[config.mk]
export PLATFORM = sky130hd
export DESIGN_NAME = mem_stage_flat
export DESIGN_NICKNAME = d
export VERILOG_FILES = /design/src/exe_pkg.sv /design/src/stage_if.sv /design/src/mem_stage.sv /design/src/flat_wrapper.sv
export SDC_FILE = /design/constraint.sdc
export NUM_CORES = 1
export LEC_CHECK = 0
export BUFFER_PORTS_ARGS = -buffer_cell sky130_fd_sc_hd__buf_4
export CAP_MARGIN = 30
export CORE_MARGIN = 1.5
export CORE_UTILIZATION = 30
export CTS_CLUSTER_DIAMETER = 100
export DETAILED_ROUTE_END_ITERATION = 16
export HOLD_SLACK_MARGIN = 0.12
export PLACE_DENSITY_LB_ADDON = 0.08
export SYNTH_ARGS = -nofsm -noshare
export SYNTH_HDL_FRONTEND = slang
export SYNTH_SLANG_ARGS = --single-unit
[constraint.sdc]
create_clock -name clk -period 5.9 [get_ports clk]
set_input_delay 0.885 -clock clk [delete_from_list [all_inputs] [get_ports clk]]
set_output_delay 0.885 -clock clk [all_outputs]
set_load 0.02 [all_outputs]
[src/exe_pkg.sv]
package exe_pkg;

    // alu operation select
    typedef enum logic [3:0] {
        op_add,
        op_addu,
        op_sub,
        op_subu,
        op_and,
        op_or,
        op_xor,
        op_nor,
        op_slt,
        op_sltu,
        op_sll,
        op_srl,
        op_sra,
        op_lui,
        op_div,
        op_divu
    } op_t;

    typedef enum logic [3:0] {
        mem_none,
        mem_lb,
        mem_lbu,
        mem_lh,
        mem_lhu,
        mem_lw,
        mem_sb,
        mem_sh,
        mem_sw
    } mem_op_t;

    // MIPS cause register codes
    typedef enum logic [4:0] {
        exc_none = 5'd0,
        exc_adel = 5'd4,
        exc_ades = 5'd5,
        exc_ov   = 5'd12
    } exc_t;

    localparam int DMEM_WORDS = 256; // data ram depth in words
    localparam int DMEM_AW    = 8;   // word index, byte address bits 9:2
    localparam int DIV_CYCLES = 33;  // start to done

    typedef struct packed {
        logic [4:0]  dest;
        logic [31:0] result;   // alu result or effective address
        mem_op_t     mem_op;
        logic [1:0]  byte_sel;
        logic [31:0] rdata;    // raw load word
        exc_t        exc;
    } es_ms_t;

endpackage

[src/stage_if.sv]
`timescale 1ns/1ps

// execute to memory stage handoff
interface stage_if import exe_pkg::*; ();
    logic   valid;
    logic   allowin;
    es_ms_t payload;

    modport src (
        output valid,
        output payload,
        input  allowin
    );

    modport dst (
        input  valid,
        input  payload,
        output allowin
    );
endinterface

[src/mem_stage.sv]
`timescale 1ns/1ps

module mem_stage import exe_pkg::*; (
    input  logic        clk,
    input  logic        reset,
    stage_if.dst        es,
    output logic        out_valid,
    input  logic        out_ready,
    output logic [4:0]  out_dest,
    output logic [31:0] out_result,
    output exc_t        out_exc
);
    logic        ms_valid;
    es_ms_t      ms_rec;
    logic [7:0]  ld_byte;
    logic [15:0] ld_half;

    assign es.allowin = !ms_valid || out_ready;
    assign out_valid  = ms_valid;

    always_ff @(posedge clk) begin
        if (reset)
            ms_valid <= 1'b0;
        else if (es.allowin)
            ms_valid <= es.valid;
    end

    always_ff @(posedge clk) begin
        if (es.valid && es.allowin)
            ms_rec <= es.payload;
    end

    assign ld_byte = ms_rec.rdata[{ms_rec.byte_sel, 3'b000} +: 8];
    assign ld_half = ms_rec.byte_sel[1] ? ms_rec.rdata[31:16] : ms_rec.rdata[15:0];

    always_comb begin
        if (ms_rec.exc != exc_none)
            out_result = ms_rec.result; // faulting address
        else
            case (ms_rec.mem_op)
                mem_lb:  out_result = {{24{ld_byte[7]}}, ld_byte};
                mem_lbu: out_result = {24'b0, ld_byte};
                mem_lh:  out_result = {{16{ld_half[15]}}, ld_half};
                mem_lhu: out_result = {16'b0, ld_half};
                mem_lw:  out_result = ms_rec.rdata;
                default: out_result = ms_rec.result;
            endcase
    end

    assign out_dest = ms_rec.dest;
    assign out_exc  = ms_rec.exc;

    a_hold_on_stall: assert property (@(posedge clk) disable iff (reset)
        out_valid && !out_ready |=> out_valid && $stable(out_dest)
            && $stable(out_result) && $stable(out_exc));

endmodule

[src/flat_wrapper.sv]
// flat-port wrapper written by rule: the top's interface ports become plain ports
module mem_stage_flat import exe_pkg::*;
  (clk, reset, out_valid, out_ready, out_dest, out_result, out_exc, es_valid, es_payload, es_allowin);
  stage_if es_i ();
  input  logic clk;
  input  logic reset;
  output logic out_valid;
  input  logic out_ready;
  output logic [4:0] out_dest;
  output logic [31:0] out_result;
  output exc_t out_exc;
  input wire logic [$bits(es_i.valid)-1:0] es_valid;
  input wire logic [$bits(es_i.payload)-1:0] es_payload;
  output wire logic [$bits(es_i.allowin)-1:0] es_allowin;
  assign es_i.valid = es_valid;
  assign es_i.payload = es_payload;
  assign es_allowin = es_i.allowin;
  mem_stage u_core (.clk(clk), .reset(reset), .es(es_i), .out_valid(out_valid), .out_ready(out_ready), .out_dest(out_dest), .out_result(out_result), .out_exc(out_exc));
endmodule
Word-level counts from Yosys, hierarchy flattened:

Index checks and enable logic that the tools add are counted.

* register bits after elaboration: 81
* input bits: 84
* output and inout bits: 44
* word-level logic and storage cells: 20

* eq/ne operators: 5
* shift operators: 1
* mux-type cells: 3
* reduce and logical (&&, ||, !) cells: 4

Operator list (count)
* $pmux W32 S5: 1
* $mux W32: 1
* $shiftx A32 B6 Y8: 1
* $mux W16: 1
* $eq A4 B2 Y1 const B: 2
* $eq A4 B3 Y1 const B: 2
* $reduce_bool A5 Y1: 1
* $eq A4 B1 Y1 const B: 1
* $logic_and A1 B1 Y1: 1
* $logic_not A1 Y1: 1
* $logic_or A1 B1 Y1: 1

Longest topological paths before layout:

* depth in word-level cells: 3
* gate-level depth with buffers: 6

Worst setup path after synthesis:

OpenSTA, ideal clock, no wires.

* kind: input port to flip-flop
* start point: input port out_ready
* end point: register u_core.ms_rec[10] (netlist name) (enable)
* arrival time: 3.051 ns
* data required time: 5.453 ns
* path slack: 2.402 ns
* stages: 2
* path buffers: 0
* cell sequence: nand2b_1 > and2_1

* cells in the longest elaborated chain, start to end: 2

RTL lines
* start, declared: RTL line flat_wrapper.sv:8 `input logic out_ready;`
* $logic_or A1 B1 Y1: RTL line mem_stage.sv:18 `assign es.allowin = !ms_valid || out_ready;`
* $logic_and A1 B1 Y1: RTL line mem_stage.sv:29 `if (es.valid && es.allowin)`
* end signal, assigned: RTL line mem_stage.sv:30 `ms_rec <= es.payload;`
* end, declared: RTL line mem_stage.sv:14 `es_ms_t ms_rec;`

No other way between the ends.
A chain may end at the register's enable or synchronous reset.

Worst setup path after layout:

* start point: register u_core.ms_rec[40] (netlist name)
* end point: output port out_result[30]

* cells in the longest elaborated chain, start to end: 3
* elaborated cells between the ends (all ways): 7

RTL lines
* $eq A4 B3 Y1, or another cell as far along: RTL line mem_stage.sv:40 `case (ms_rec.mem_op)`
* $pmux W32 S5 *: RTL line mem_stage.sv:40
* $mux W32 *: RTL line mem_stage.sv:37 `if (ms_rec.exc != exc_none)`
* end, declared: RTL line flat_wrapper.sv:10 `output logic [31:0] out_result;`

Mark *: on every way between the ends. The rest lies on a longest branch, timed or not.

==> impl_metrics.env <==
export IMPL_firstDrtPassIters=4
export IMPL_required_ps=5020
export IMPL_clockRootBuffer="clkbuf_16"
export IMPL_drive_above_1_share_pct=44.5
export IMPL_grt_overflow=0
export IMPL_status="complete, no violations"
export IMPL_die_y_um=118
export IMPL_rows=41
export IMPL_slew_limit_headroom_pct=30.0
export IMPL_placed_cells=539
export IMPL_tightest_slew_ps=1040
export IMPL_drv_cap=0
export IMPL_rsz0062_at_grt="false"
export IMPL_synth_edf_count=80
export IMPL_grt_pass1_vias=3145
export IMPL_grt_max_degree=53
export IMPL_finalMaxSlewViolations=0
export IMPL_power_leakage_nw=1.83
export IMPL_synth_cell_types=39
export IMPL_synth_flop_cell="edfxtp_1"
export IMPL_vias=3056
export IMPL_hpwlAfterDp_um=8400
export IMPL_initial_core_util_pct=31.1
export IMPL_cts_tree="yes"
export IMPL_postCtsSetupBuffers=0
export IMPL_layout_nets=462
export IMPL_placed_area_um2=4980
export IMPL_holdBufCountCts=0
export IMPL_pwr_share_clk_pct=37.7
export IMPL_yosys_register_bits=81
export IMPL_cp_end_kind="primary output"
export IMPL_layout_min_cycle_time_ps=4160
export IMPL_cts_buffers=9
export IMPL_pwr_share_comb_pct=13.3
export IMPL_arrival_ps=3280
export IMPL_postSynthAreaPerCell_um2=14.5
export IMPL_peakVddDrop_uv=214
export IMPL_p_int_mw=1.09
export IMPL_power_density_nw_per_um2=273
export IMPL_path_max_fanout=18
export IMPL_port_buffers=127
export IMPL_critical_path_class="reg -> out"
export IMPL_antenna_cells=0
export IMPL_stdcell_count=554
export IMPL_stdcell_area_um2=5270
export IMPL_holdWs_ps=540
export IMPL_syn_nets=358
export IMPL_period_share_pct=70.5
export IMPL_hp_class="reg -> reg"
export IMPL_yosysSeqAreaShare_pct=60.9
export IMPL_grt_use_total_pct=17.7
export IMPL_p_switching_mw=0.350
export IMPL_die_x_um=118
export IMPL_syn_inst=274
export IMPL_clkTransAtPathRegs_ps=60
export IMPL_yosys_warnings=0
export IMPL_setup_viol=0
export IMPL_power_frac_seq_pct=48.9
export IMPL_routedWlPerCell_um=22.4
export IMPL_finalSetupTns_ps=0
export IMPL_ant_nets=0
export IMPL_layout_area_overhead_vs_synth_pct=32.5
export IMPL_drcViolationCount=0
export IMPL_cts_resized_gates=0
export IMPL_critPathLaunchType="flip-flop"
export IMPL_grt_pass1_wl_um=18200
export IMPL_clk_latency_ps=340
export IMPL_design_die_area_um2=14000
export IMPL_synth_area_um2=3980
export IMPL_antenna_found_initial=0
export IMPL_ys_async_sr_fraction_pct=0
export IMPL_fmax_mhz=240
export IMPL_viasPerCell=5.52
export IMPL_fillers=1221
export IMPL_htree_levels=3
export IMPL_skew_ps=5.68
export IMPL_clock_sinks=81
export IMPL_core_region_area_um2=12800
export IMPL_drtIter0Drc=180
export IMPL_finalWirelength_um=12400
export IMPL_clk_path_buf_depth=2
export IMPL_timing_hold_violations_final=0
export IMPL_finalWeightedCongestion=0.792
export IMPL_io_pins=128
export IMPL_p_sw_share_pct=24.3
logic make-up after synthesis:
family	synth area share [%]
multiplexers	5.38
buffers and inverters	6.13
XOR/XNOR	0.220
AND/OR/NAND/NOR	7.04
AO/OA/AOI/OAI	20.3
flip-flops	60.9
cell usage in the layout (no fill, tap or decap), types with 8 or more instances in the layout:
cell type  instances
o211ai_1          16
a41oi_1           14
clkbuf_16          9
mux4_2             8
edfxtp_1          80
o31ai_1           16
o221ai_1          16
o311ai_0          16
nand3_1            9
a31oi_1           16
buf_4            129
nand2_1           16
cells in the mapped netlist (5+ instances only):
cell type  number  area [µm²]
edfxtp_1       80        2400
a31oi_1        16         100
nand2_1        16        60.1
o211ai_1       16         120
o221ai_1       16         140
o311ai_0       16         140
o31ai_1        16         120
a41oi_1        14         123
clkbuf_1       14        52.6
buf_4          11        82.6
nand3_1         9        45.0
mux4_2          8         180
buf_2           7        35.0
buf_6           5        56.3
cell type report:
class	instances	area (µm²)	area share [%]
Sequential cell	81	2420	46.0
Multi-Input combinational cell	152	1320	25.1
Timing Repair Buffer	132	1020	19.3
Clock buffer	10	229	4.34
Tap cell	172	215	4.08
Clock inverter	5	57.6	1.09
Inverter	2	7.51	0.142
power by group through the flow:
stage	combinational [mW]	clock, mW	sequential, mW
after floorplan	0.110	0	0.700
after global placement	0.187	0	0.717
after detailed placement	0.192	0	0.717
after CTS	0.193	0.563	0.705
after global routing	0.204	0.584	0.708
final	0.192	0.544	0.705
worst max-delay path, stage by stage (launching register included):
cell and delay (ps):
edfxtp_1 640, a211oi_4 810, nand3_1 820, o221ai_1 460
buf_4 200
worst paths after layout:
check	startpoint	end	slack (ps)	depth (start not counted)
max	u_core.ms_rec[40]	out_result[30]	1740	4
min reg2reg	u_core.out_valid	u_core.out_valid	540	2
min	u_core.out_valid	u_core.out_valid	540	2
max reg2reg	u_core.out_valid	u_core.ms_rec[74]	4360	3
state kept, by name (all words and copies together) (netlist names):
register	flops
u_core.out_dest	5
u_core.ms_rec	70
u_core.out_exc	5
u_core.out_valid	1
through the flow:
| stage | util, % | worst slack (ps) | total power, mW |
|---|---|---|---|
| finish | 41.3 | 1740 | 1.44 |
| detailed placement | 39.0 | 2100 | 0.909 |
| CTS | 41.3 | 1720 | 1.46 |
| global placement | 38.6 | 2250 | 0.904 |
| floorplan | - | 2400 | 0.810 |
| global route | 41.3 | 1550 | 1.50 |
metal layers:
metal / routed length, µm / GRT usage, %
met1: 5000 / 21.4
met2: 6200 / 28.8
met3: 968 / 5.84
met4: 221 / 7.85
met5: 0 / 0
Power figures use the tool's default switching activity.
