## config.mk

```make
export PLATFORM = sky130hd
export DESIGN_NAME = exe_stage_flat
export DESIGN_NICKNAME = d
export VERILOG_FILES = /design/src/exe_pkg.sv /design/src/stage_if.sv /design/src/dmem_if.sv /design/src/divider.sv /design/src/alu.sv /design/src/exe_stage.sv /design/src/flat_wrapper.sv
export SDC_FILE = /design/constraint.sdc
export NUM_CORES = 1
export LEC_CHECK = 0
export BUFFER_PORTS_ARGS = -buffer_cell sky130_fd_sc_hd__buf_2
export CORE_UTILIZATION = 30
export DETAILED_ROUTE_END_ITERATION = 7
export PLACE_DENSITY = 0.57
export RECOVER_POWER = 50
export SYNTH_ARGS = -nofsm -noshare
export SYNTH_HDL_FRONTEND = slang
export SYNTH_SLANG_ARGS = --single-unit
```

## constraint.sdc

```tcl
create_clock -name clk -period 17.62 [get_ports clk]
set_input_delay 3.524 -clock clk [delete_from_list [all_inputs] [get_ports clk]]
set_output_delay 3.524 -clock clk [all_outputs]
set_load 0.1 [all_outputs]
```

## src/exe_pkg.sv

```systemverilog
package exe_pkg;

    // alu operation select
    typedef enum logic [3:0] {
        op_add,
        op_addu,
        op_sub,
        op_subu,
        op_and,
        op_or,
        op_xor,
        op_nor,
        op_slt,
        op_sltu,
        op_sll,
        op_srl,
        op_sra,
        op_lui,
        op_div,
        op_divu
    } op_t;

    typedef enum logic [3:0] {
        mem_none,
        mem_lb,
        mem_lbu,
        mem_lh,
        mem_lhu,
        mem_lw,
        mem_sb,
        mem_sh,
        mem_sw
    } mem_op_t;

    // MIPS cause register codes
    typedef enum logic [4:0] {
        exc_none = 5'd0,
        exc_adel = 5'd4,
        exc_ades = 5'd5,
        exc_ov   = 5'd12
    } exc_t;

    localparam int DMEM_WORDS = 256; // data ram depth in words
    localparam int DMEM_AW    = 8;   // word index, byte address bits 9:2
    localparam int DIV_CYCLES = 33;  // start to done

    typedef struct packed {
        logic [4:0]  dest;
        logic [31:0] result;   // alu result or effective address
        mem_op_t     mem_op;
        logic [1:0]  byte_sel;
        logic [31:0] rdata;    // raw load word
        exc_t        exc;
    } es_ms_t;

endpackage

```

## src/stage_if.sv

```systemverilog
`timescale 1ns/1ps

// execute to memory stage handoff
interface stage_if import exe_pkg::*; ();
    logic   valid;
    logic   allowin;
    es_ms_t payload;

    modport src (
        output valid,
        output payload,
        input  allowin
    );

    modport dst (
        input  valid,
        input  payload,
        output allowin
    );
endinterface

```

## src/dmem_if.sv

```systemverilog
`timescale 1ns/1ps

interface dmem_if ();
    logic        req;
    logic        wr;      // 1 for store
    logic [31:0] addr;
    logic [3:0]  wstrb;
    logic [31:0] wdata;
    logic        addr_ok; // no response pending
    logic        data_ok; // one cycle after acceptance
    logic [31:0] rdata;

    modport master (
        output req, wr, addr, wstrb, wdata,
        input  addr_ok, data_ok, rdata
    );

    modport slave (
        input  req, wr, addr, wstrb, wdata,
        output addr_ok, data_ok, rdata
    );
endinterface

```

## src/divider.sv

```systemverilog
`timescale 1ns/1ps

module divider import exe_pkg::*; (
    input  logic        clk,
    input  logic        reset,
    input  logic        start,
    input  logic        signed_op,
    input  logic [31:0] dividend,
    input  logic [31:0] divisor,
    output logic [31:0] quotient,
    output logic        done
);
    logic        busy;
    logic [5:0]  cnt;
    logic [31:0] rem;
    logic [31:0] quo;       // dividend shifts out while quotient bits shift in
    logic [31:0] dvs;
    logic        neg;
    logic        zero_div;
    logic [32:0] shifted;
    logic [32:0] trial;

    assign shifted = {rem, quo[31]};
    assign trial   = shifted - {1'b0, dvs};

    always_ff @(posedge clk) begin
        if (reset) begin
            busy <= 1'b0;
            done <= 1'b0;
            cnt  <= '0;
        end else if (start) begin
            busy <= 1'b1;
            done <= 1'b0;   // level stays up until the next start
            cnt  <= '0;
        end else if (busy) begin
            cnt <= cnt + 6'd1;
            if (cnt == 6'(DIV_CYCLES - 2)) begin
                busy <= 1'b0;
                done <= 1'b1;
            end
        end
    end

    always_ff @(posedge clk) begin
        if (start) begin
            rem      <= '0;
            quo      <= (signed_op && dividend[31]) ? -dividend : dividend;
            dvs      <= (signed_op && divisor[31]) ? -divisor : divisor;
            neg      <= signed_op && (dividend[31] ^ divisor[31]);
            zero_div <= (divisor == 32'd0);
        end else if (busy) begin
            rem <= trial[32] ? shifted[31:0] : trial[31:0]; // restore on borrow
            quo <= {quo[30:0], ~trial[32]};
        end
    end

    assign quotient = zero_div ? 32'hffff_ffff : (neg ? -quo : quo);

    a_no_start_busy: assert property (@(posedge clk) disable iff (reset)
        start |-> !busy);

endmodule

```

## src/alu.sv

```systemverilog
`timescale 1ns/1ps

module alu import exe_pkg::*; (
    input  logic        clk,
    input  logic        reset,
    input  op_t         op,
    input  logic        start,
    input  logic [31:0] src1,
    input  logic [31:0] src2,
    output logic [31:0] result,
    output logic        overflow,
    output logic        div_done
);
    logic        is_div;
    logic [31:0] sum;
    logic [31:0] diff;
    logic [4:0]  sa;
    logic [31:0] quotient;

    assign is_div = (op == op_div) || (op == op_divu);
    assign sum    = src1 + src2;
    assign diff   = src1 - src2;
    assign sa     = src1[4:0]; // shift amount from src1

    always_comb begin
        case (op)
            op_add, op_addu: result = sum;
            op_sub, op_subu: result = diff;
            op_and:  result = src1 & src2;
            op_or:   result = src1 | src2;
            op_xor:  result = src1 ^ src2;
            op_nor:  result = ~(src1 | src2);
            op_slt:  result = {31'b0, $signed(src1) < $signed(src2)};
            op_sltu: result = {31'b0, src1 < src2};
            op_sll:  result = src2 << sa;
            op_srl:  result = src2 >> sa;
            op_sra:  result = $unsigned($signed(src2) >>> sa);
            op_lui:  result = {src2[15:0], 16'b0};
            default: result = quotient; // div, divu
        endcase
    end

    // signed overflow only for the trapping forms
    always_comb begin
        case (op)
            op_add:  overflow = (src1[31] == src2[31]) && (sum[31] != src1[31]);
            op_sub:  overflow = (src1[31] != src2[31]) && (diff[31] != src1[31]);
            default: overflow = 1'b0;
        endcase
    end

    divider u_divider (
        .clk       (clk),
        .reset     (reset),
        .start     (start && is_div),
        .signed_op (op == op_div),
        .dividend  (src1),
        .divisor   (src2),
        .quotient  (quotient),
        .done      (div_done)
    );

endmodule

```

## src/exe_stage.sv

```systemverilog
`timescale 1ns/1ps

module exe_stage import exe_pkg::*; (
    input  logic        clk,
    input  logic        reset,
    input  logic        in_valid,
    output logic        in_ready,
    input  op_t         in_op,
    input  mem_op_t     in_mem_op,
    input  logic [31:0] in_src1,
    input  logic [31:0] in_src2,
    input  logic [31:0] in_store_data,
    input  logic [4:0]  in_dest,
    stage_if.src        ms,
    dmem_if.master      dmem
);
    logic        es_valid;
    logic        es_ready_go;
    logic        es_accept;
    op_t         es_op;
    mem_op_t     es_mem_op;
    logic [31:0] es_src1;
    logic [31:0] es_src2;
    logic [31:0] es_store_data;
    logic [4:0]  es_dest;
    logic        req_sent;  // request already accepted by the ram
    logic        mem_done;  // data_ok seen while stalled
    logic        div_sent;
    logic [31:0] rdata_r;
    logic        is_load;
    logic        is_store;
    logic        is_mem;
    logic        is_div;
    op_t         alu_op;
    logic [31:0] alu_result;
    logic        alu_overflow;
    logic        div_start;
    logic        div_done;
    logic        ades;
    logic        adel;
    exc_t        es_exc;
    es_ms_t      es_rec;

    assign is_load  = es_mem_op inside {mem_lb, mem_lbu, mem_lh, mem_lhu, mem_lw};
    assign is_store = es_mem_op inside {mem_sb, mem_sh, mem_sw};
    assign is_mem   = is_load || is_store;
    assign is_div   = !is_mem && (es_op == op_div || es_op == op_divu);

    assign alu_op    = is_mem ? op_addu : es_op; // address add
    assign div_start = es_valid && is_div && !div_sent;

    alu u_alu (
        .clk      (clk),
        .reset    (reset),
        .op       (alu_op),
        .start    (div_start),
        .src1     (es_src1),
        .src2     (es_src2),
        .result   (alu_result),
        .overflow (alu_overflow),
        .div_done (div_done)
    );

    assign ades = (es_mem_op == mem_sh && alu_result[0])
               || (es_mem_op == mem_sw && alu_result[1:0] != 2'b00);
    assign adel = ((es_mem_op == mem_lh || es_mem_op == mem_lhu) && alu_result[0])
               || (es_mem_op == mem_lw && alu_result[1:0] != 2'b00);
    assign es_exc = alu_overflow ? exc_ov : ades ? exc_ades : adel ? exc_adel : exc_none;

    always_comb begin
        if (is_mem && es_exc == exc_none)
            es_ready_go = dmem.data_ok || mem_done;
        else if (is_div)
            es_ready_go = div_sent && div_done;
        else
            es_ready_go = 1'b1; // faulting access leaves at once
    end

    assign in_ready  = !es_valid || (es_ready_go && ms.allowin);
    assign es_accept = in_valid && in_ready;
    assign ms.valid  = es_valid && es_ready_go;

    always_ff @(posedge clk) begin
        if (reset)
            es_valid <= 1'b0;
        else if (in_ready)
            es_valid <= in_valid;
    end

    always_ff @(posedge clk) begin
        if (es_accept) begin
            es_op         <= in_op;
            es_mem_op     <= in_mem_op;
            es_src1       <= in_src1;
            es_src2       <= in_src2;
            es_store_data <= in_store_data;
            es_dest       <= in_dest;
        end
    end

    always_ff @(posedge clk) begin
        if (reset || es_accept) begin
            req_sent <= 1'b0;
            mem_done <= 1'b0;
            div_sent <= 1'b0;
        end else begin
            if (dmem.req && dmem.addr_ok)
                req_sent <= 1'b1;
            if (dmem.data_ok)
                mem_done <= 1'b1;
            if (div_start)
                div_sent <= 1'b1;
        end
    end

    always_ff @(posedge clk) begin
        if (dmem.data_ok)
            rdata_r <= dmem.rdata;
    end

    // memory request
    assign dmem.req   = es_valid && is_mem && es_exc == exc_none && !req_sent;
    assign dmem.wr    = is_store;
    assign dmem.addr  = alu_result;

    always_comb begin
        case (es_mem_op)
            mem_sb: begin
                dmem.wstrb = 4'b0001 << alu_result[1:0];
                dmem.wdata = {4{es_store_data[7:0]}};
            end
            mem_sh: begin
                dmem.wstrb = alu_result[1] ? 4'b1100 : 4'b0011;
                dmem.wdata = {2{es_store_data[15:0]}};
            end
            mem_sw: begin
                dmem.wstrb = 4'b1111;
                dmem.wdata = es_store_data;
            end
            default: begin
                dmem.wstrb = 4'b0000;   // loads write nothing
                dmem.wdata = es_store_data;
            end
        endcase
    end

    always_comb begin
        es_rec.dest     = (es_exc == exc_none) ? es_dest : 5'd0;
        es_rec.result   = alu_result;
        es_rec.mem_op   = es_mem_op;
        es_rec.byte_sel = alu_result[1:0];
        es_rec.rdata    = dmem.data_ok ? dmem.rdata : rdata_r;
        es_rec.exc      = es_exc;
    end

    assign ms.payload = es_rec;

    // a faulting record never gets a response from the ram
    a_no_req_on_exc: assert property (@(posedge clk) disable iff (reset)
        es_valid && es_exc != exc_none |=> !dmem.data_ok);

endmodule

```

## src/flat_wrapper.sv

```systemverilog
// flat-port wrapper written by rule: the top's interface ports become plain ports
module exe_stage_flat import exe_pkg::*;
  (clk, reset, in_valid, in_ready, in_op, in_mem_op, in_src1, in_src2, in_store_data, in_dest, ms_valid, ms_payload, ms_allowin, dmem_req, dmem_wr, dmem_addr, dmem_wstrb, dmem_wdata, dmem_addr_ok, dmem_data_ok, dmem_rdata);
  stage_if ms_i ();
  dmem_if dmem_i ();
  input  logic clk;
  input  logic reset;
  input  logic in_valid;
  output logic in_ready;
  input  op_t in_op;
  input  mem_op_t in_mem_op;
  input  logic [31:0] in_src1;
  input  logic [31:0] in_src2;
  input  logic [31:0] in_store_data;
  input  logic [4:0] in_dest;
  output wire logic [$bits(ms_i.valid)-1:0] ms_valid;
  output wire logic [$bits(ms_i.payload)-1:0] ms_payload;
  input wire logic [$bits(ms_i.allowin)-1:0] ms_allowin;
  output wire logic [$bits(dmem_i.req)-1:0] dmem_req;
  output wire logic [$bits(dmem_i.wr)-1:0] dmem_wr;
  output wire logic [$bits(dmem_i.addr)-1:0] dmem_addr;
  output wire logic [$bits(dmem_i.wstrb)-1:0] dmem_wstrb;
  output wire logic [$bits(dmem_i.wdata)-1:0] dmem_wdata;
  input wire logic [$bits(dmem_i.addr_ok)-1:0] dmem_addr_ok;
  input wire logic [$bits(dmem_i.data_ok)-1:0] dmem_data_ok;
  input wire logic [$bits(dmem_i.rdata)-1:0] dmem_rdata;
  assign ms_valid = ms_i.valid;
  assign ms_payload = ms_i.payload;
  assign ms_i.allowin = ms_allowin;
  assign dmem_req = dmem_i.req;
  assign dmem_wr = dmem_i.wr;
  assign dmem_addr = dmem_i.addr;
  assign dmem_wstrb = dmem_i.wstrb;
  assign dmem_wdata = dmem_i.wdata;
  assign dmem_i.addr_ok = dmem_addr_ok;
  assign dmem_i.data_ok = dmem_data_ok;
  assign dmem_i.rdata = dmem_rdata;
  exe_stage u_core (.clk(clk), .reset(reset), .in_valid(in_valid), .in_ready(in_ready), .in_op(in_op), .in_mem_op(in_mem_op), .in_src1(in_src1), .in_src2(in_src2), .in_store_data(in_store_data), .in_dest(in_dest), .ms(ms_i), .dmem(dmem_i));
endmodule
```

# Yosys cells after proc, flatten, opt, wreduce, memory -nomap -nowiden
# Cells that the tools add are included.
dict set report totals {
  in_bits 147
  ff_bits 251
  elab_cells 137
}
dict set report op_classes {
  shifts 4
  n_reduce_logical 46
  mux 23
  order_cmp 2
  addsub 7
  n_bitwise 6
  eq_ne 30
}
# cell count
set op_table {}
lappend op_table {{$pmux 32 s12} 1}
lappend op_table {{$mux 32} 8}
lappend op_table {{$neg 32->32} 3}
lappend op_table {{$lt 32x32->1} 2}
lappend op_table {{$pmux 32 s2} 1}
lappend op_table {{$eq 4x4->1 const B} 11}
lappend op_table {{$sub 33x32->33} 1}
lappend op_table {{$add 32x32->32} 1}
lappend op_table {{$and 32x32->32} 1}
lappend op_table {{$eq 4x3->1 const B} 8}
lappend op_table {{$logic_not 32->1} 1}
lappend op_table {{$not 32->32} 1}
lappend op_table {{$or 32x32->32} 1}
lappend op_table {{$shl 32x5->32} 1}
lappend op_table {{$shr 32x5->32} 1}
lappend op_table {{$sshr 32x5->32} 1}
lappend op_table {{$sub 32x32->32} 1}
lappend op_table {{$xor 32x32->32} 1}
lappend op_table {{$logic_and 1x1->1} 22}
lappend op_table {{$eq 4x2->1 const B} 4}
lappend op_table {{$mux 5} 3}
lappend op_table {{$pmux 4 s3} 1}
lappend op_table {{$logic_or 1x1->1} 9}
lappend op_table {{$eq 4x1->1 const B} 2}
lappend op_table {{19 further kinds} 32}

# Logic depth before layout (Yosys ltp)
dict set report logic_depth {
  depth_word 20
  depth_mapped 18
  depth_no_buf 14
}

# By module
# A second synthesis with hierarchy kept.
dict set report hier_totals {
  hier_cells 2754
  area_unflattened_um2 23227.3
}
# module seq_area_each_um2 n_inst area_each_um2 cells_each
set modules_own_cells {}
lappend modules_own_cells {alu 0.0 1 9455.3 1398}
lappend modules_own_cells {divider 2782.7 1 8256.7 1009}
lappend modules_own_cells {exe_stage 3993.8 1 5515.3 347}

# Worst setup path after synthesis
# Ideal clock, no wire load.
dict set report synth_path {
  kind {register to output}
  startpoint {register u_core.es_src1[2]}
  endpoint {output ms_payload[72]}
  path_slack_ns 7.392
  path_buffers 5
  t_arrival_ns 6.704
  path_stages_with_launch 18
  required_time_ns 14.096
  path_cell_list {edfxtp_1 > inv_1 > clkbuf_1 > buf_1 > clkbuf_1 > ha_1 > clkbuf_2 > inv_1 > a21oi_1 > o21a_1 > o211ai_1 > a221o_1 > a2111oi_2 > o41ai_1 > a221oi_1 > mux2i_1 > a211oi_1 > buf_4}
}
dict set report synth_via {
  elab_chain_cells 2
}
# element line_no
set synth_rtl {}
lappend synth_rtl {{start: declaration} exe_stage.sv:22} ;# logic [31:0] es_src1;
lappend synth_rtl {{start signal: assignment} exe_stage.sv:94} ;# es_src1 <= in_src1;
lappend synth_rtl {{$sub 32x32->32 (tied with other cells)} alu.sv:22} ;# assign diff = src1 - src2;
lappend synth_rtl {{$pmux 32 s12 (*)} alu.sv:26} ;# case (op)
lappend synth_rtl {{end: declaration} flat_wrapper.sv:17} ;# output wire logic [$bits(ms_i.payload)-1:0] ms_payload;
# Mark *: on every way between the ends. The rest lies on a longest branch, timed or not.

# Worst setup path in the final report
dict set report layout_path {
  startpoint {register u_core.es_op[1]}
  endpoint {output ms_payload[68]}
}
dict set report layout_via {
  elab_chain_cells 4
}
# element line_no
set layout_rtl {}
lappend layout_rtl {{start: declaration} exe_stage.sv:20} ;# op_t es_op;
lappend layout_rtl {{start signal: assignment} exe_stage.sv:92} ;# es_op <= in_op;
lappend layout_rtl {{$mux 4 (*)} exe_stage.sv:49} ;# assign alu_op = is_mem ? op_addu : es_op;
lappend layout_rtl {{$eq 4x2->1 (tied with other cells)} alu.sv:26}
lappend layout_rtl {{$reduce_or 2->1} alu.sv:26}
lappend layout_rtl {{$pmux 32 s12 (*)} alu.sv:26}
# Marked as above.

==> run_results.csv <==
group,metric,value,unit
floorplan,core_area,74400,um2
synth,synth_seq_area_share,30.0,%
clock_network,path_clk_slew,60,ps
global_routing,grt_overflow,0,
synth,synthFlopType,"edfxtp_1",
synth,yosys_warnings,0,
power_and_ir_drop,power.total,2.84,mW
sta,slew_viol_final,190,
drt,drt_iter0_markers,2160,
clock_network,cts_buffers,30,
synth,yosys.area.top_type,"edfxtp_1",
clock_network,clkSinkCount,251,
synth,async_reset_ff_share,0,%
synth,synth-edff-count,175,
clock_network,clockRootBuffer,"clkbuf_16",
critical_path,crit_required,14100,ps
place,port_buffers,296,
power_and_ir_drop,seqPwrFrac,26.9,%
place,hpwl,69000,um
clock_network,clk_latency,630,ps
critical_path,max_stage_delay,2380,ps
power_and_ir_drop,internal_power,1.47,mW
drt,via_per_inst,5.74,
global_routing,grt_pass1_wl,136000,um
power_and_ir_drop,ir_drop,0.102,mV
clock_network,hold_buffers,0,
critical_path,worst-setup-path-type,"flip-flop to primary output",
critical_path,crit_chain,"clkbuf_1, nand2_1, nor2_1, buf_4, a221o_1, o21ai_0, a31oi_1, buf_2",
critical_path,r2r-end,"u_core.u_alu.u_divider.quo[29]",
clock_network,htree_num_levels,1,
critical_path,reg2reg_from,"u_core.es_mem_op[1]",
floorplan,dieArea,76400,um2
power_and_ir_drop,switchingPower,1.38,mW
final_layout,n_fill_cell,7710,
floorplan,pin_count,299,
min_path,hold_class,"flip-flop to flip-flop",
status,status,"complete, but fails checks",
power_and_ir_drop,netSwitchingFraction,48.4,%
sta,tns,0,ps
sta,final-setup-viol-count,0,
job,max_cap_viol_count,6,
drt,drtAntennaViolNets,0,
critical_path,arrival,7490,ps
floorplan,rows,100,
drt,vias,21700,
critical_path,crit_path_end_kind,"primary output",
synth,synth_cells,2619,
clock_network,post_cts_buffers,0,
critical_path,start_kind,"flip-flop",
sta,slew_headroom,-127,%
global_routing,grt.total_usage,23.1,%
clock_network,clock_path_buffers,3,
critical_path,path_max_fanout,46,
power_and_ir_drop,p_per_area,111,nW/um2
synth,avgSynthCellArea,8.62,um2
sta,finalCriticalPeriod,11020,ps
floorplan,start_util,30.3,%
floorplan,chipHeight,276,um
critical_path,cp_slowest_cell,"clkbuf_1",
synth,ys_seq_elements,251,
clock_network,cts.repair.resized,0,
critical_path,rr_worst_depth,11,
synth,synthTopCellsByArea,"edfxtp_1 (23%), ha_1 (7.3%), dfxtp_1 (6.7%), o21ai_0 (5.0%), xnor2_1 (4.5%)",
sta,clock.fmax,90.8,MHz
global_routing,grt_max_degree,81,
place,place_congestion,1.03,
final_layout,layout-drive-gt1-share,18.9,%
final_layout,area_growth,13.4,%
synth,syn_area,22600,um2
sta,finalCritPeriodShare,62.5,%
critical_path,rrSetupSlack,9210,ps
power_and_ir_drop,pwr-share-comb,51.5,%
sta,finClkSkew,27.5,ps
min_path,hold_start,"u_core.rdata_r[2]",
drt,route.detailed.drc,0,
clock_network,cts_tree,"done",
synth,ys_types,103,
floorplan,die_x,276,um
power_and_ir_drop,power.leakage,10.2,nW
power_and_ir_drop,power_frac_clock,21.5,%
synth,synth_top_area_share,23.3,%
sta,tightest_slew,3400,ps
drt,wl,91600,um
drt,first_pass_iters,6,
sta,hold_viol,0,
global_routing,antenna_found_initial,2,
final_layout,nets,3066,
global_routing,grt_pass1_vias,20900,
sta,grt_setup_unrepaired,"false",
drt,wire_per_inst,24.2,um
status,violations,"max-capacitance violations, max-slew violations",
min_path,min_to,"u_core.rdata_r[2]",
min_path,holdPathStages,1,
-- kinds of logic after synthesis --
family          count (synthesis)  synth area share (%)
other cells                     1                0.0166
mux                           181                  10.7
buf+inv                       379                  7.36
xor+xnor                      152                  5.90
simple gates                  694                  14.3
compound gates                826                  24.0
fa+ha+maj                     135                  7.58
flops                         251                  30.0
-- worst max-delay path, delay by kind of cell, from the launching register on --
family | cells | cell delay [ps]
AO/OA/AOI/OAI | 3 | 740
buffers and inverters | 3 | 3300
flip-flops | 1 | 420
AND/OR/NAND/NOR | 2 | 2330
-- power groups by stage --
stage / clock [mW] / combinational [mW] / sequential [mW]
6_report: 0.612 / 1.47 / 0.766
4_1_cts: 0.629 / 1.46 / 0.766
3_5_place_dp: 0 / 1.45 / 0.777
5_1_grt: 0.645 / 1.56 / 0.775
3_3_place_gp: 0 / 1.45 / 0.777
2_1_floorplan: 0 / 1.18 / 0.760
-- routing by layer --
| metal | wire, um | track usage (%) |
|---|---|---|
| met2 | 42400 | 38.9 |
| met1 | 35200 | 27.2 |
| met3 | 7380 | 4.23 |
| met5 | 27 | 0 |
| met4 | 6540 | 14.3 |
-- synthesized netlist by cell type, types with 16 or more instances --
master and number:
mux4_2 43, xor2_1 36, o31ai_1 34, o21ai_0 227
nand3_1 34, o22ai_1 26, nand4_1 22, a211oi_1 26
buf_2 23, o211ai_1 23, buf_4 50, or3_1 21
nand2b_1 22, a21oi_1 180, inv_1 149, mux2_2 61
clkbuf_1 137, a221oi_1 25, nor4_1 16, nor2_1 205
nand2_1 234, ha_1 132, a22oi_1 41, mux2i_1 77
a21o_1 22, xnor2_1 116, dfxtp_1 76, nor3_1 50
o21a_1 25, a31oi_1 28, edfxtp_1 175
-- flip-flops by register name, indices dropped and copies added, names as in the netlist, 4 cells and up --
| name | count |
|---|---|
| u_core.es_store_data | 32 |
| u_core.es_src2 | 32 |
| u_core.es_op | 4 |
| u_core.u_alu.u_divider.rem | 32 |
| u_core.u_alu.u_divider.cnt | 6 |
| u_core.rdata_r | 32 |
| u_core.es_src1 | 32 |
| u_core.u_alu.u_divider.quo | 32 |
| u_core.es_mem_op | 4 |
| u_core.u_alu.u_divider.dvs | 32 |
| u_core.es_dest | 5 |
-- layout make-up --
type	instances	area [um2]	area share [%]
multi-input combinational	1990	14200	55.4
sequential	251	6780	26.5
timing repair buffer	358	1890	7.38
tap	969	1210	4.74
clock buffer	38	822	3.21
inverter	153	574	2.24
clock inverter	18	141	0.552
antenna	1	2.50	0.00977
-- stage by stage --
step	worst slack (ps)	instance area, um2	util [%]	cells	hold WS (ps)
after global placement	8960	24700	33.2	3721	455
after detailed placement	8940	24700	33.2	3721	459
after CTS	8340	25700	34.5	3777	475
final	6600	25600	34.4	3778	462
after floorplan	7390	22600	-	2620	437
after global routing	6560	25600	34.4	3777	480
-- how the worst max path moves through the flow --
stage | slack [ps] | startpoint | cells past startpoint | end
finish | 6600 | u_core.es_op[1] | 8 | ms_payload[68]
global route | 6560 | u_core.es_op[1] | 8 | ms_payload[68]
CTS | 8340 | u_core.es_src1[0] | 15 | dmem_addr[30]
detailed placement | 8940 | dmem_data_ok | 5 | ms_valid
global placement | 8960 | dmem_data_ok | 5 | ms_valid
floorplan | 7390 | u_core.es_src1[2] | 17 | ms_payload[72]
-- cells in the final DEF, fill, tap and decap left out, drive strengths merged, types with 27 or more instances in the layout --
master | synthesis | layout
a211oi | 27 | 27
a21oi | 182 | 182
a22oi | 41 | 41
a31oi | 28 | 28
buf | 88 | 333
clkbuf | 138 | 63
dfxtp | 76 | 76
edfxtp | 175 | 175
ha | 132 | 132
inv | 150 | 152
mux2 | 61 | 61
mux2i | 77 | 77
mux4 | 43 | 43
nand2 | 236 | 236
nand3 | 35 | 35
nor2 | 207 | 207
nor3 | 50 | 50
o21ai | 235 | 235
o31ai | 36 | 36
xnor2 | 116 | 116
xor2 | 36 | 36
(Power assumes the default switching activity.)
